## config.mk

```make
export PLATFORM = sky130hd
export DESIGN_NAME = blaster_top
export DESIGN_NICKNAME = d
export VERILOG_FILES = /design/src/blaster_pkg.sv /design/src/cmd_if.sv /design/src/keypad_decoder.sv /design/src/tone_generator.sv /design/src/pulse_generator.sv /design/src/current_averager.sv /design/src/blaster_top.sv
export VERILOG_INCLUDE_DIRS = /design/src
export SDC_FILE = /design/constraint.sdc
export NUM_CORES = 1
export LEC_CHECK = 0
export BUFFER_PORTS_ARGS = -buffer_cell sky130_fd_sc_hd__buf_2
export CORE_ASPECT_RATIO = 0.7
export CORE_MARGIN = 4
export CORE_UTILIZATION = 55
export DETAILED_ROUTE_END_ITERATION = 12
export PLACE_DENSITY_LB_ADDON = 0.25
export SYNTH_ARGS = -nofsm -noshare
export SYNTH_HDL_FRONTEND = slang
export SYNTH_SLANG_ARGS = --single-unit
```

## constraint.sdc

```tcl
create_clock -name clk -period 2.69 [get_ports clk]
set_input_delay 0 -clock clk [delete_from_list [all_inputs] [get_ports clk]]
set_output_delay 0 -clock clk [all_outputs]
set_load 0.05 [all_outputs]
```

## src/blaster_macros.svh

```systemverilog
`ifndef BLASTER_MACROS_SVH
`define BLASTER_MACROS_SVH

////////////////////////////////////////
// key codes, bit 4 set means pressed
////////////////////////////////////////
`define KEY_FIRE      5'h10
`define KEY_TONE_0    5'h11
`define KEY_TONE_7    5'h18
`define KEY_CHARGE    5'h1A
`define KEY_DUMP      5'h1B

// keypad scan, four row slots per frame
`define KEY_DIV_BITS  12
`define KEY_SAMPLE_PT 10'h3F0 // column sample point inside a row slot

// tone half-period reloads
`define TONE_0        16'h2CCA
`define TONE_1        16'h27E7
`define TONE_2        16'h238D
`define TONE_3        16'h218E
`define TONE_4        16'h1DE5
`define TONE_5        16'h1AA2
`define TONE_6        16'h17BA
`define TONE_7        16'h1665

////////////////////////////////////////
// pwm pulse train limits, in clk cycles
////////////////////////////////////////
`define PWM_MIN_ON    32
`define PWM_MAX_ON    768
`define PWM_MIN_OFF   144
`define PWM_PULSES    30
`define ILIM_HI       430 // adc counts, ends a pulse
`define ILIM_LO       390 // adc counts, allows next pulse

`define TRIG_DIV_BITS 16 // fire accepted when trigger counter wraps
`define AVG_LOG2      8  // 256 samples per window

`endif

```

## src/blaster_pkg.sv

```systemverilog
package blaster_pkg;

	////////////////////////////////////////
	// shared design types
	////////////////////////////////////////

	// bit 4 pressed flag, low nibble the key
	typedef logic [4:0] key_code_t;

	// unsigned current sample from the adc
	typedef logic [11:0] adc_sample_t;

	// one of eight speaker tones
	typedef logic [2:0] tone_sel_t;

	// half-period reload for the tone counter
	typedef logic [15:0] tone_period_t;

	// pwm pulse train states
	typedef enum logic [1:0] {
		PULSE_IDLE = 2'd0, // waiting for an accepted fire
		PULSE_ON   = 2'd1, // output driven high
		PULSE_OFF  = 2'd2  // gap, waiting on time and current
	} pulse_state_t;

endpackage

```

## src/cmd_if.sv

```systemverilog
interface cmd_if;
	import blaster_pkg::*;

	key_code_t key;      // latched key code
	logic      fire;
	logic      tone_on;
	tone_sel_t tone_sel;
	logic      charge;
	logic      dump;

	// decoded levels, all registered by the decoder
	modport decoder (output key, fire, tone_on, tone_sel, charge, dump);

	modport tone (input tone_on, tone_sel);

	modport pulse (input fire);

endinterface

```

## src/keypad_decoder.sv

```systemverilog
`include "blaster_macros.svh"

module keypad_decoder (
	input  logic       clk,
	input  logic       reset,
	output logic [3:0] row_drive, // active low
	input  logic [2:0] col_sense, // active low
	input  logic [2:0] iset,
	cmd_if.decoder     cmd
);
	import blaster_pkg::*;

	logic [`KEY_DIV_BITS-1:0] div;
	logic [1:0]               scan_row;
	logic                     sample_pt;
	logic                     frame_end;
	logic                     hit;       // a key seen in this frame
	logic [1:0]               hit_row;
	logic [2:0]               hit_col;   // active high

	// row/column to key code, leftmost column wins
	function automatic key_code_t key_lookup(input logic [1:0] row, input logic [2:0] col);
		logic [1:0] idx;
		idx = col[2] ? 2'd0 : (col[1] ? 2'd1 : 2'd2);
		if (row == 2'd3) begin
			case (idx)
				2'd0:    return `KEY_CHARGE;
				2'd1:    return `KEY_FIRE;
				default: return `KEY_DUMP;
			endcase
		end
		return key_code_t'(`KEY_TONE_0 + 3 * row + idx);
	endfunction

	assign scan_row  = div[`KEY_DIV_BITS-1 -: 2];
	assign sample_pt = (div[`KEY_DIV_BITS-3:0] == `KEY_SAMPLE_PT);
	assign frame_end = (div == '1);

	////////////////////////////////////////
	// matrix scan
	////////////////////////////////////////
	always_ff @(posedge clk) begin
		if (reset) begin
			div       <= '0;
			row_drive <= '1;
			hit       <= 1'b0;
			cmd.key   <= '0;
		end else begin
			div       <= div + 1'b1;
			row_drive <= ~(4'b0001 << scan_row); // one row low per slot
			if (frame_end) begin
				// publish once per frame, clear on an empty frame
				cmd.key <= hit ? key_lookup(hit_row, hit_col) : key_code_t'(0);
				hit     <= 1'b0;
			end else if (sample_pt && col_sense != 3'b111) begin
				hit <= 1'b1;
			end
		end
	end

	// position of the press
	always_ff @(posedge clk) begin
		if (sample_pt && col_sense != 3'b111) begin
			hit_row <= scan_row;
			hit_col <= ~col_sense;
		end
	end

	////////////////////////////////////////
	// key to commands, one cycle behind key
	////////////////////////////////////////
	always_ff @(posedge clk) begin
		if (reset) begin
			cmd.fire     <= 1'b0;
			cmd.tone_on  <= 1'b0;
			cmd.tone_sel <= '0;
			cmd.charge   <= 1'b0;
			cmd.dump     <= 1'b0;
		end else begin
			cmd.fire     <= (cmd.key == `KEY_FIRE);
			cmd.tone_on  <= (cmd.key >= `KEY_TONE_0) && (cmd.key <= `KEY_TONE_7);
			cmd.tone_sel <= tone_sel_t'(cmd.key - `KEY_TONE_0);
			// iset switches are active low overrides
			cmd.charge   <= !iset[2] || (cmd.key == `KEY_CHARGE);
			cmd.dump     <= !iset[1] || (cmd.key == `KEY_DUMP);
		end
	end

endmodule

```

## src/tone_generator.sv

```systemverilog
`include "blaster_macros.svh"

module tone_generator (
	input  logic clk,
	input  logic reset,
	cmd_if.tone  cmd,
	output logic speaker,
	output logic speaker_n
);
	import blaster_pkg::*;

	tone_period_t tone_cnt;
	logic         spk_en;
	logic         spk_toggle;

	function automatic tone_period_t tone_reload(input tone_sel_t sel);
		case (sel)
			3'd0:    return `TONE_0;
			3'd1:    return `TONE_1;
			3'd2:    return `TONE_2;
			3'd3:    return `TONE_3;
			3'd4:    return `TONE_4;
			3'd5:    return `TONE_5;
			3'd6:    return `TONE_6;
			default: return `TONE_7;
		endcase
	endfunction

	// each level holds for reload+1 cycles
	always_ff @(posedge clk) begin
		if (reset) begin
			tone_cnt   <= '0;
			spk_en     <= 1'b0;
			spk_toggle <= 1'b0;
		end else if (tone_cnt == '0) begin
			spk_toggle <= !spk_toggle;
			spk_en     <= cmd.tone_on; // enable only changes at a reload
			tone_cnt   <= cmd.tone_on ? tone_reload(cmd.tone_sel) : tone_period_t'(0);
		end else begin
			tone_cnt <= tone_cnt - 1'b1;
		end
	end

	// differential drive, doubles the swing
	assign speaker   = spk_toggle & spk_en;
	assign speaker_n = !speaker;

endmodule

```

## src/pulse_generator.sv

```systemverilog
`include "blaster_macros.svh"

module pulse_generator (
	input  logic                   clk,
	input  logic                   reset,
	cmd_if.pulse                   cmd,
	input  logic                   fire_button,
	input  logic                   ad_strobe,
	input  blaster_pkg::adc_sample_t ad_current,
	output logic                   pwm
);
	import blaster_pkg::*;

	localparam int TIME_W = $clog2(`PWM_MAX_ON + 1);
	localparam int CNT_W  = $clog2(`PWM_PULSES + 1);

	adc_sample_t               ad_hold;     // last strobed sample
	logic [`TRIG_DIV_BITS-1:0] trig_cnt;
	pulse_state_t              state;
	logic [TIME_W-1:0]         pulse_time;
	logic [CNT_W-1:0]          pulses_left;
	logic                      ramp_flag;   // short pulses while current ramps
	logic                      fire_req;
	logic                      over_hi;
	logic                      under_lo;

	always_ff @(posedge clk) begin
		if (reset) begin
			ad_hold  <= '0;
			trig_cnt <= '0;
		end else begin
			trig_cnt <= trig_cnt + 1'b1; // free running trigger gate
			if (ad_strobe) begin
				ad_hold <= ad_current;
			end
		end
	end

	assign fire_req = fire_button || cmd.fire;
	assign over_hi  = (ad_hold > `ILIM_HI);
	assign under_lo = (ad_hold < `ILIM_LO);

	////////////////////////////////////////
	// pulse train FSM
	////////////////////////////////////////
	always_ff @(posedge clk) begin
		if (reset) begin
			state       <= PULSE_IDLE;
			pulse_time  <= '0;
			pulses_left <= '0;
			ramp_flag   <= 1'b1;
		end else begin
			case (state)
				PULSE_IDLE: begin
					ramp_flag  <= 1'b1;
					pulse_time <= '0;
					if (fire_req && trig_cnt == '0) begin
						state       <= PULSE_ON;
						pulse_time  <= TIME_W'(1);
						pulses_left <= CNT_W'(`PWM_PULSES);
					end
				end
				PULSE_ON: begin
					if (pulse_time < `PWM_MIN_ON) begin
						pulse_time <= pulse_time + 1'b1; // min width always served
					end else if (ramp_flag || pulse_time >= `PWM_MAX_ON || over_hi) begin
						pulse_time  <= '0;
						pulses_left <= pulses_left - 1'b1;
						state       <= (pulses_left == CNT_W'(1)) ? PULSE_IDLE : PULSE_OFF;
					end else begin
						pulse_time <= pulse_time + 1'b1;
					end
				end
				PULSE_OFF: begin
					if (pulse_time < `PWM_MIN_OFF) begin
						pulse_time <= pulse_time + 1'b1;
					end else if (under_lo) begin
						state      <= PULSE_ON;
						pulse_time <= TIME_W'(1);
					end else begin
						ramp_flag <= 1'b0; // current reached target, go long
					end
				end
				default: state <= PULSE_IDLE;
			endcase
		end
	end

	assign pwm = (state == PULSE_ON);

endmodule

```

## src/current_averager.sv

```systemverilog
`include "blaster_macros.svh"

module current_averager (
	input  logic                     clk,
	input  logic                     reset,
	input  logic                     ad_strobe,
	input  blaster_pkg::adc_sample_t ad_current,
	output blaster_pkg::adc_sample_t avg_current
);
	import blaster_pkg::*;

	localparam int SMP_W = $bits(adc_sample_t);
	localparam int ACC_W = SMP_W + `AVG_LOG2; // no overflow over a full window

	logic [ACC_W-1:0]     acc;
	logic [`AVG_LOG2-1:0] win_cnt;

	////////////////////////////////////////
	// windowed mean
	////////////////////////////////////////
	always_ff @(posedge clk) begin
		if (reset) begin
			acc         <= '0;
			win_cnt     <= '0;
			avg_current <= '0;
		end else if (ad_strobe) begin
			win_cnt <= win_cnt + 1'b1;
			if (win_cnt == '0) begin
				// window start, publish the previous sum / 2^AVG_LOG2
				avg_current <= acc[ACC_W-1 -: SMP_W];
				acc         <= ACC_W'(ad_current);
			end else begin
				acc <= acc + ACC_W'(ad_current);
			end
		end
	end

endmodule

```

## src/blaster_top.sv

```systemverilog
module blaster_top (
	input  logic                     clk,
	input  logic                     reset,
	// keypad matrix
	output logic [3:0]               row_drive,
	input  logic [2:0]               col_sense,
	// switches and button
	input  logic [2:0]               iset,
	input  logic                     fire_button,
	// current samples
	input  logic                     ad_strobe,
	input  blaster_pkg::adc_sample_t ad_current,
	// outputs
	output blaster_pkg::key_code_t   key,
	output logic                     speaker,
	output logic                     speaker_n,
	output logic                     charge,
	output logic                     dump,
	output logic                     pwm,
	output blaster_pkg::adc_sample_t avg_current
);

	cmd_if cmd ();

	////////////////////////////////////////
	// decode stage
	////////////////////////////////////////
	keypad_decoder u_decoder (
		.clk       (clk),
		.reset     (reset),
		.row_drive (row_drive),
		.col_sense (col_sense),
		.iset      (iset),
		.cmd       (cmd.decoder)
	);

	assign key    = cmd.key;
	assign charge = cmd.charge; // to the charger enable
	assign dump   = cmd.dump;

	// execute stage
	tone_generator u_tone (
		.clk       (clk),
		.reset     (reset),
		.cmd       (cmd.tone),
		.speaker   (speaker),
		.speaker_n (speaker_n)
	);

	pulse_generator u_pulse (
		.clk         (clk),
		.reset       (reset),
		.cmd         (cmd.pulse),
		.fire_button (fire_button),
		.ad_strobe   (ad_strobe),
		.ad_current  (ad_current),
		.pwm         (pwm)
	);

	// result stage
	current_averager u_avg (
		.clk         (clk),
		.reset       (reset),
		.ad_strobe   (ad_strobe),
		.ad_current  (ad_current),
		.avg_current (avg_current)
	);

endmodule

```

## Word level (Yosys, flattened, before mapping)

Index checks and enable logic that the tools add are counted.

- $add $sub $neg: 10
- $mul: 1
- Order comparisons: 7
- Equality and inequality tests: 24
- Shift-type cells: 1
- Multiplexer cells: 33
- Bitwise operators: 3
- Reduce and logical (&&, ||, !) cells: 27

Operators by type and width:

| cell | count |
|---|---|
| 14-bit case mux with 7 select lines | 1 |
| 10-bit two-way mux | 4 |
| 16-bit logical NOT | 2 |
| 5-bit two-way mux | 6 |
| 10-bit case mux with 3 select lines | 1 |
| 20-bit by 12-bit adder with 20-bit output | 1 |
| 20-bit two-way mux | 1 |
| 16-bit by 1-bit adder with 16-bit output (second input constant) | 1 |
| 16-bit two-way mux | 1 |
| 2-bit two-way mux | 8 |
| 16-bit by 1-bit subtractor with 16-bit output (second input constant) | 1 |
| 5-bit equality test (second input constant) | 3 |
| 14-bit two-way mux | 1 |
| 12-bit by 1-bit adder with 12-bit output (second input constant) | 1 |
| 12-bit equality test (second input constant) | 1 |
| 12-bit by 9-bit greater-than comparator with 1-bit output (second input constant) | 1 |
| 12-bit by 9-bit < comparator with 1-bit output (second input constant) | 1 |
| 10-bit by 1-bit adder with 10-bit output (second input constant) | 1 |
| 10-bit equality test (second input constant) | 1 |
| 10-bit >= comparator (second input constant) | 1 |
| 10-bit by 6-bit < comparator with 1-bit output (second input constant) | 1 |
| 10-bit by 8-bit < comparator with 1-bit output (second input constant) | 1 |
| 5-bit case mux with 2 select lines | 1 |
| 3-bit equality test (second input constant) | 3 |
| 38 further kinds | 62 |

- Register bits after elaboration: 138
- Bits of input ports: 22
- Output and inout bits: 26
- Logic and storage cells: 129

## Depth between registers and ports, before layout

- Depth in word-level cells: 7
- Gate-level depth with buffers: 9
- Gate-level depth less buffers: 9

## Hierarchy

A second synthesis with hierarchy kept.

- Cell total of the unflattened synthesis: 812
- Area total of the unflattened synthesis: 7191.9 µm²

Modules (own cells, without submodules):

| module | instances | cells an instance | area each (µm²) | seq. area each (µm²) |
|---|---|---|---|---|
| current_averager | 1 | 302 | 2412.3 | 800.8 |
| pulse_generator | 1 | 253 | 2337.2 | 920.9 |
| keypad_decoder | 1 | 139 | 1461.4 | 700.7 |
| tone_generator | 1 | 118 | 980.9 | 360.3 |

## Worst setup path before layout

OpenSTA, ideal clock, no wires.

- Kind: register to register
- From: register u_pulse.state[1]
- To: register u_pulse.pulse_time[5]
- Library setup time: 0.075 ns
- Data arrival time: 2.406 ns
- Required time: 2.615 ns
- Slack: 0.209 ns
- Stages on the path, launching flop included: 10
- Path buffers: 1
- Clock period less this slack: 2.481 ns
- Cells stage by stage: dfxtp_1 > inv_1 > ha_1 > nor4b_1 > nand2_1 > and2_1 > clkbuf_1 > a211oi_1 > a21oi_1 > o22ai_1

- Longest elaborated chain between the ends: 3
- Elaborated cells on any way between the ends: 7
- Classes of those cells: eq/ne (3); mux (1); reduce/logical (3)

Ends and longest elaborated chain:

| item | RTL line | source |
|---|---|---|
| start, declared | pulse_generator.sv:19 | `pulse_state_t state;` |
| start signal, assigned | pulse_generator.sv:69 | `state <= (pulses_left == CNT_W'(1)) ? PULSE_IDLE : PULSE_OFF;` |
| 2-bit by 1-bit equality test with 1-bit output (*) | - |  |
| net pwm | blaster_top.sv:19 | `output logic pwm,` |
| 3-bit nonzero test (no source line) | - |  |
| 2-bit AND reduction (no source line) | - |  |
| end signal, assigned | pulse_generator.sv:65 | `pulse_time <= pulse_time + 1'b1;` |
| end signal, assigned | pulse_generator.sv:71 | `pulse_time <= pulse_time + 1'b1;` |
| end signal, assigned | pulse_generator.sv:76 | `pulse_time <= pulse_time + 1'b1;` |
| end, declared | pulse_generator.sv:20 | `logic [TIME_W-1:0] pulse_time;` |

Mark *: on every way through the listed nets, which the timed path passes. The rest lies on a longest branch.
A chain may end at the register's enable or synchronous reset.

## Final worst setup path

- From: register u_pulse.state[1]
- To: register u_pulse.pulses_left[4]

- Longest elaborated chain between the ends: 3
- Elaborated cells on any way between the ends: 8
- Classes of those cells: eq/ne (4); mux (1); reduce/logical (3)

Ends and longest elaborated chain:

| item | RTL line | source |
|---|---|---|
| 2-bit by 1-bit equality test with 1-bit output / 2-bit logical NOT (equally long branches) | pulse_generator.sv:53 | `case (state)` |
| 2-bit inequality test (no source line), or another cell as far along | - |  |
| 4-bit AND reduction (no source line) | - |  |
| end signal, assigned | pulse_generator.sv:60 | `` pulses_left <= CNT_W'(`PWM_PULSES); `` |
| end signal, assigned | pulse_generator.sv:68 | `pulses_left <= pulses_left - 1'b1;` |
| end, declared | pulse_generator.sv:21 | `logic [CNT_W-1:0] pulses_left;` |

Several ways; a longest one is shown, not always the timed one.

==> summary.txt <==
Timing
  • Fmax: 403 MHz
  • Sum Neg Setup Slack: 0 ps
  • RSZ-0062 raised after global routing: no
  • Setup violators final: 0
  • Final hold vios: 0
  • Slew Limit Fails: 0
  • Worst Slack Setup Final: 209 ps
  • Fin crit period: 2480 ps
  • Skew final: 7.65 ps
  • Worst Tran Pin Value: 811 ps
  • Hold_ws: 23.7 ps
  • Tcrit/Tclk final: 0.922
  • Max-slew headroom: 0.457

Pwr
  • Cell-internal power: 4.41 mW
  • P_leak: 3.32 nW
  • Clock network power share: 0.373
  • Overall power: 6.46 mW
  • Power share of the combinational group: 0.254
  • Sw Pwr: 2.05 mW
  • Pwr/cell area: 789 nW/um^2
  • Worst IR drop on VDD: 0.000541 V
  • Flop pwr share: 0.373
  • Sw frac: 0.317

Clock tree
  • CTS clk-pin slew, worst paths: 60 ps
  • Clock latency on the worst-skew pair: 410 ps
  • Sink Count: 137
  • Clk root buf: clkbuf_16
  • CTS H-tree depth: 4
  • CTS tree: done
  • CTS Buf Count: 17
  • Clock buffer depth: 2

Layout
  • Final #Nets: 948
  • Layout cells sized above 1: 0.121
  • N_diodes: 0
  • Area grow syn2layout: 16.9%

Setup path
  • Crit path top cell by count: inv_1
  • CP Capture Point: u_pulse.pulses_left[4]$_SDFFE_PP0P_
  • Critical Path AT: 2790 ps
  • WP depth: 8
  • Critical path required time: 3000 ps
  • Crit Path Class: flip-flop to flip-flop
  • Critical Path, Cell by Cell: inv_1 > ha_1 > inv_1 > a211oi_1 > o211ai_1 > nand3_1 > a21o_1 > a221oi_1
  • Worst Setup Start Kind: flip-flop
  • Reg2Reg Depth: 8
  • Worst Path Max Fanout: 11
  • Setup crit start: u_pulse.state[1]$_SDFFE_PP0P_
  • R2R Path Start: u_pulse.state[1]$_SDFFE_PP0P_
  • Crit end category: flip-flop
  • Crit-path slowest cell: nand3_1
  • Worst R2R Setup Slack: 210 ps
  • CP peak stage delay: 420 ps
  • CP bufs+invs: 2
  • CP top delay family: compound AO/OA/AOI/OAI gates
  • RR Endpoint: u_pulse.pulses_left[4]$_SDFFE_PP0P_

Place
  • Number of port buffers: 46
  • Dpl hpwl: 10.8 mm
  • Place WS: 282 ps
  • Placer Congestion: 0.878

Hold path
  • Hold Crit Class: input pin to flip-flop

GRT
  • Vias in the first global route: 5878
  • Congestion Overflow GR: 0
  • Pin count of the biggest net entering global routing: 72
  • Total Routing Usage GR: 0.223
  • Antenna violations before repair: 0
  • First-pass GRT wire length: 27.2 mm

Floorplanning
  • DIE HEIGHT: 102 um
  • Initial Utilization: 0.562
  • Standard-cell row count: 34
  • DIE WIDTH: 143 um
  • Die ar.: 14600 sq um
  • I/O pin count: 48
  • Core footprint: 12500 sq um

Yosys
  • Sequential share of the synthesized area: 0.397
  • Async SR Flop Fraction: 0
  • Top post-synthesis cells by area: dfxtp_1, ha_1, nor2_1, nand2_1, xnor2_1
  • Top FF cell, synth: dfxtp_1
  • Largest area contributor in the netlist: dfxtp_1
  • Avg Inst Size Synth: 8.49 sq um
  • Syn Nets: 887
  • Yosys reg bits: 137
  • Synth top area share: 0.380
  • Synthesis Warnings: 0
  • Synth Instances: 826
  • Syn Std Cell Area: 7010 sq um
  • Count of cell types in the netlist: 60
  • EDFF count, synth: 4

Run status
  • Outcome: complete, no violations

Route
  • Post-route antenna net violation count: 0
  • Drt pass-1 iters: 5
  • Drt total wl: 15.6 mm
  • Avg Vias per Cell: 5.74
  • DR vias: 6092
  • WL/cell: 14.7 um
  • DRT iter0 DRCs: 456
  • DRC: 0

Run
  • Max Cap Viol: 0
[cell families after synthesis]
kind of cell,share of synthesized area
DFF,0.397
AOI/OAI and AO/OA,0.156
adders and majority gates,0.0728
muxes,0.0287
and+or+nand+nor,0.237
xor gates and xnor gates,0.0687
buffers and inverters,0.0403
[power groups by stage]
stage,logic (mW),clock network (mW),registers [mW]
floorplan,1.25,0,2.42
global placement,1.52,0,2.43
detailed placement,1.58,0,2.44
CTS,1.62,2.45,2.41
global route,1.83,2.56,2.43
finish,1.64,2.41,2.41
[per-layer routing]
| layer | global-route usage | vias up | wire, um | share of wire |
|---|---|---|---|---|
| met3 | 0.0440 | 16 | 806 | 0.052 |
| li1 | - | 3056 | - | - |
| met1 | 0.306 | 2854 | 7590 | 0.48 |
| met4 | 0.0679 | 0 | 175 | 0.011 |
| met2 | 0.360 | 166 | 7080 | 0.45 |
| met5 | 0 | - | 0 | 0 |
[cells in the final DEF (no fill, tap or decap), types with 17 or more instances in the layout]
master / count
mux2i_1: 19
nand3_1: 37
inv_1: 42
xor2_1: 24
dfxtp_1: 133
clkbuf_16: 17
ha_1: 36
nand2_1: 80
a21oi_1: 41
o21ai_0: 35
nor2_1: 98
buf_2: 45
xnor2_1: 31
[tightest hold or removal path: cells and delay by family]
family / cells / cell delay, ps
buffers and inverters: 1 / 210
and+or+nand+nor: 1 / 110
AOI/OAI and AO/OA: 1 / 60
[worst min path at each step]
stage | startpoint | end | cells after the start
after floorplan | iset[2] | u_decoder.cmd.charge$_SDFF_PP0_ | 1
after global placement | iset[1] | u_decoder.cmd.dump$_SDFF_PP0_ | 2
after detailed placement | iset[1] | u_decoder.cmd.dump$_SDFF_PP0_ | 2
after CTS | ad_strobe | u_avg.avg_current[11]$_SDFFE_PP0P_ | 3
after global routing | ad_strobe | u_avg.avg_current[11]$_SDFFE_PP0P_ | 3
final | ad_strobe | u_avg.avg_current[11]$_SDFFE_PP0P_ | 3
[cell type report]
type	instances	area [sq um]
well taps	162	203
clock inverters	15	190
inverters	42	158
repair buffers	75	490
multi-input cells	614	3950
flip-flops and latches	137	2780
fillers	1023	4270
clock buffers	17	425
[stage by stage]
step / util / instance area, sq um / std cells
after floorplan: - / 7010 / 826
after global placement: 0.595 / 7420 / 1014
after detailed placement: 0.595 / 7420 / 1014
after CTS: 0.657 / 8190 / 1062
after global routing: 0.657 / 8190 / 1062
final: 0.657 / 8190 / 1062
[repair_timing]
action | 4_1_cts | 5_1_grt
hold endpoints to repair | 27 | 0
gates resized for setup | 0 | 0
hold buffers | 16 | 0
setup buffers | 0 | 0
endpoints found under the setup margin | 0 | 2
[Yosys cell counts, types with 5 or more instances]
cell type / number
dfxtp_1: 133
nor2_1: 98
nand2_1: 80
inv_1: 42
a21oi_1: 41
nand3_1: 37
ha_1: 36
o21ai_0: 35
xnor2_1: 31
clkbuf_1: 30
xor2_1: 24
mux2i_1: 19
a31oi_1: 16
nand4_1: 16
nor3_1: 15
a311oi_1: 11
a211oi_1: 10
nand2b_1: 10
nor2b_1: 10
o22ai_1: 10
a21o_1: 9
and3_1: 9
o211ai_1: 8
or3_1: 8
and2_1: 7
nor4_1: 7
a2111oi_0: 5
nand3b_1: 5
or2_2: 5
[sequential cells by signal (all words and copies together) (netlist names), 3 cells and up]
signal	count
u_pulse.pulses_left	5
u_decoder.cmd.key	5
u_avg.win_cnt	8
u_decoder.cmd.tone_sel	3
u_pulse.pulse_time	10
u_avg.avg_current	12
u_tone.tone_cnt	16
u_decoder.row_drive	4
u_pulse.ad_hold	12
u_decoder.div	12
u_avg.acc	20
u_pulse.trig_cnt	16
(Power assumes the default switching activity.)
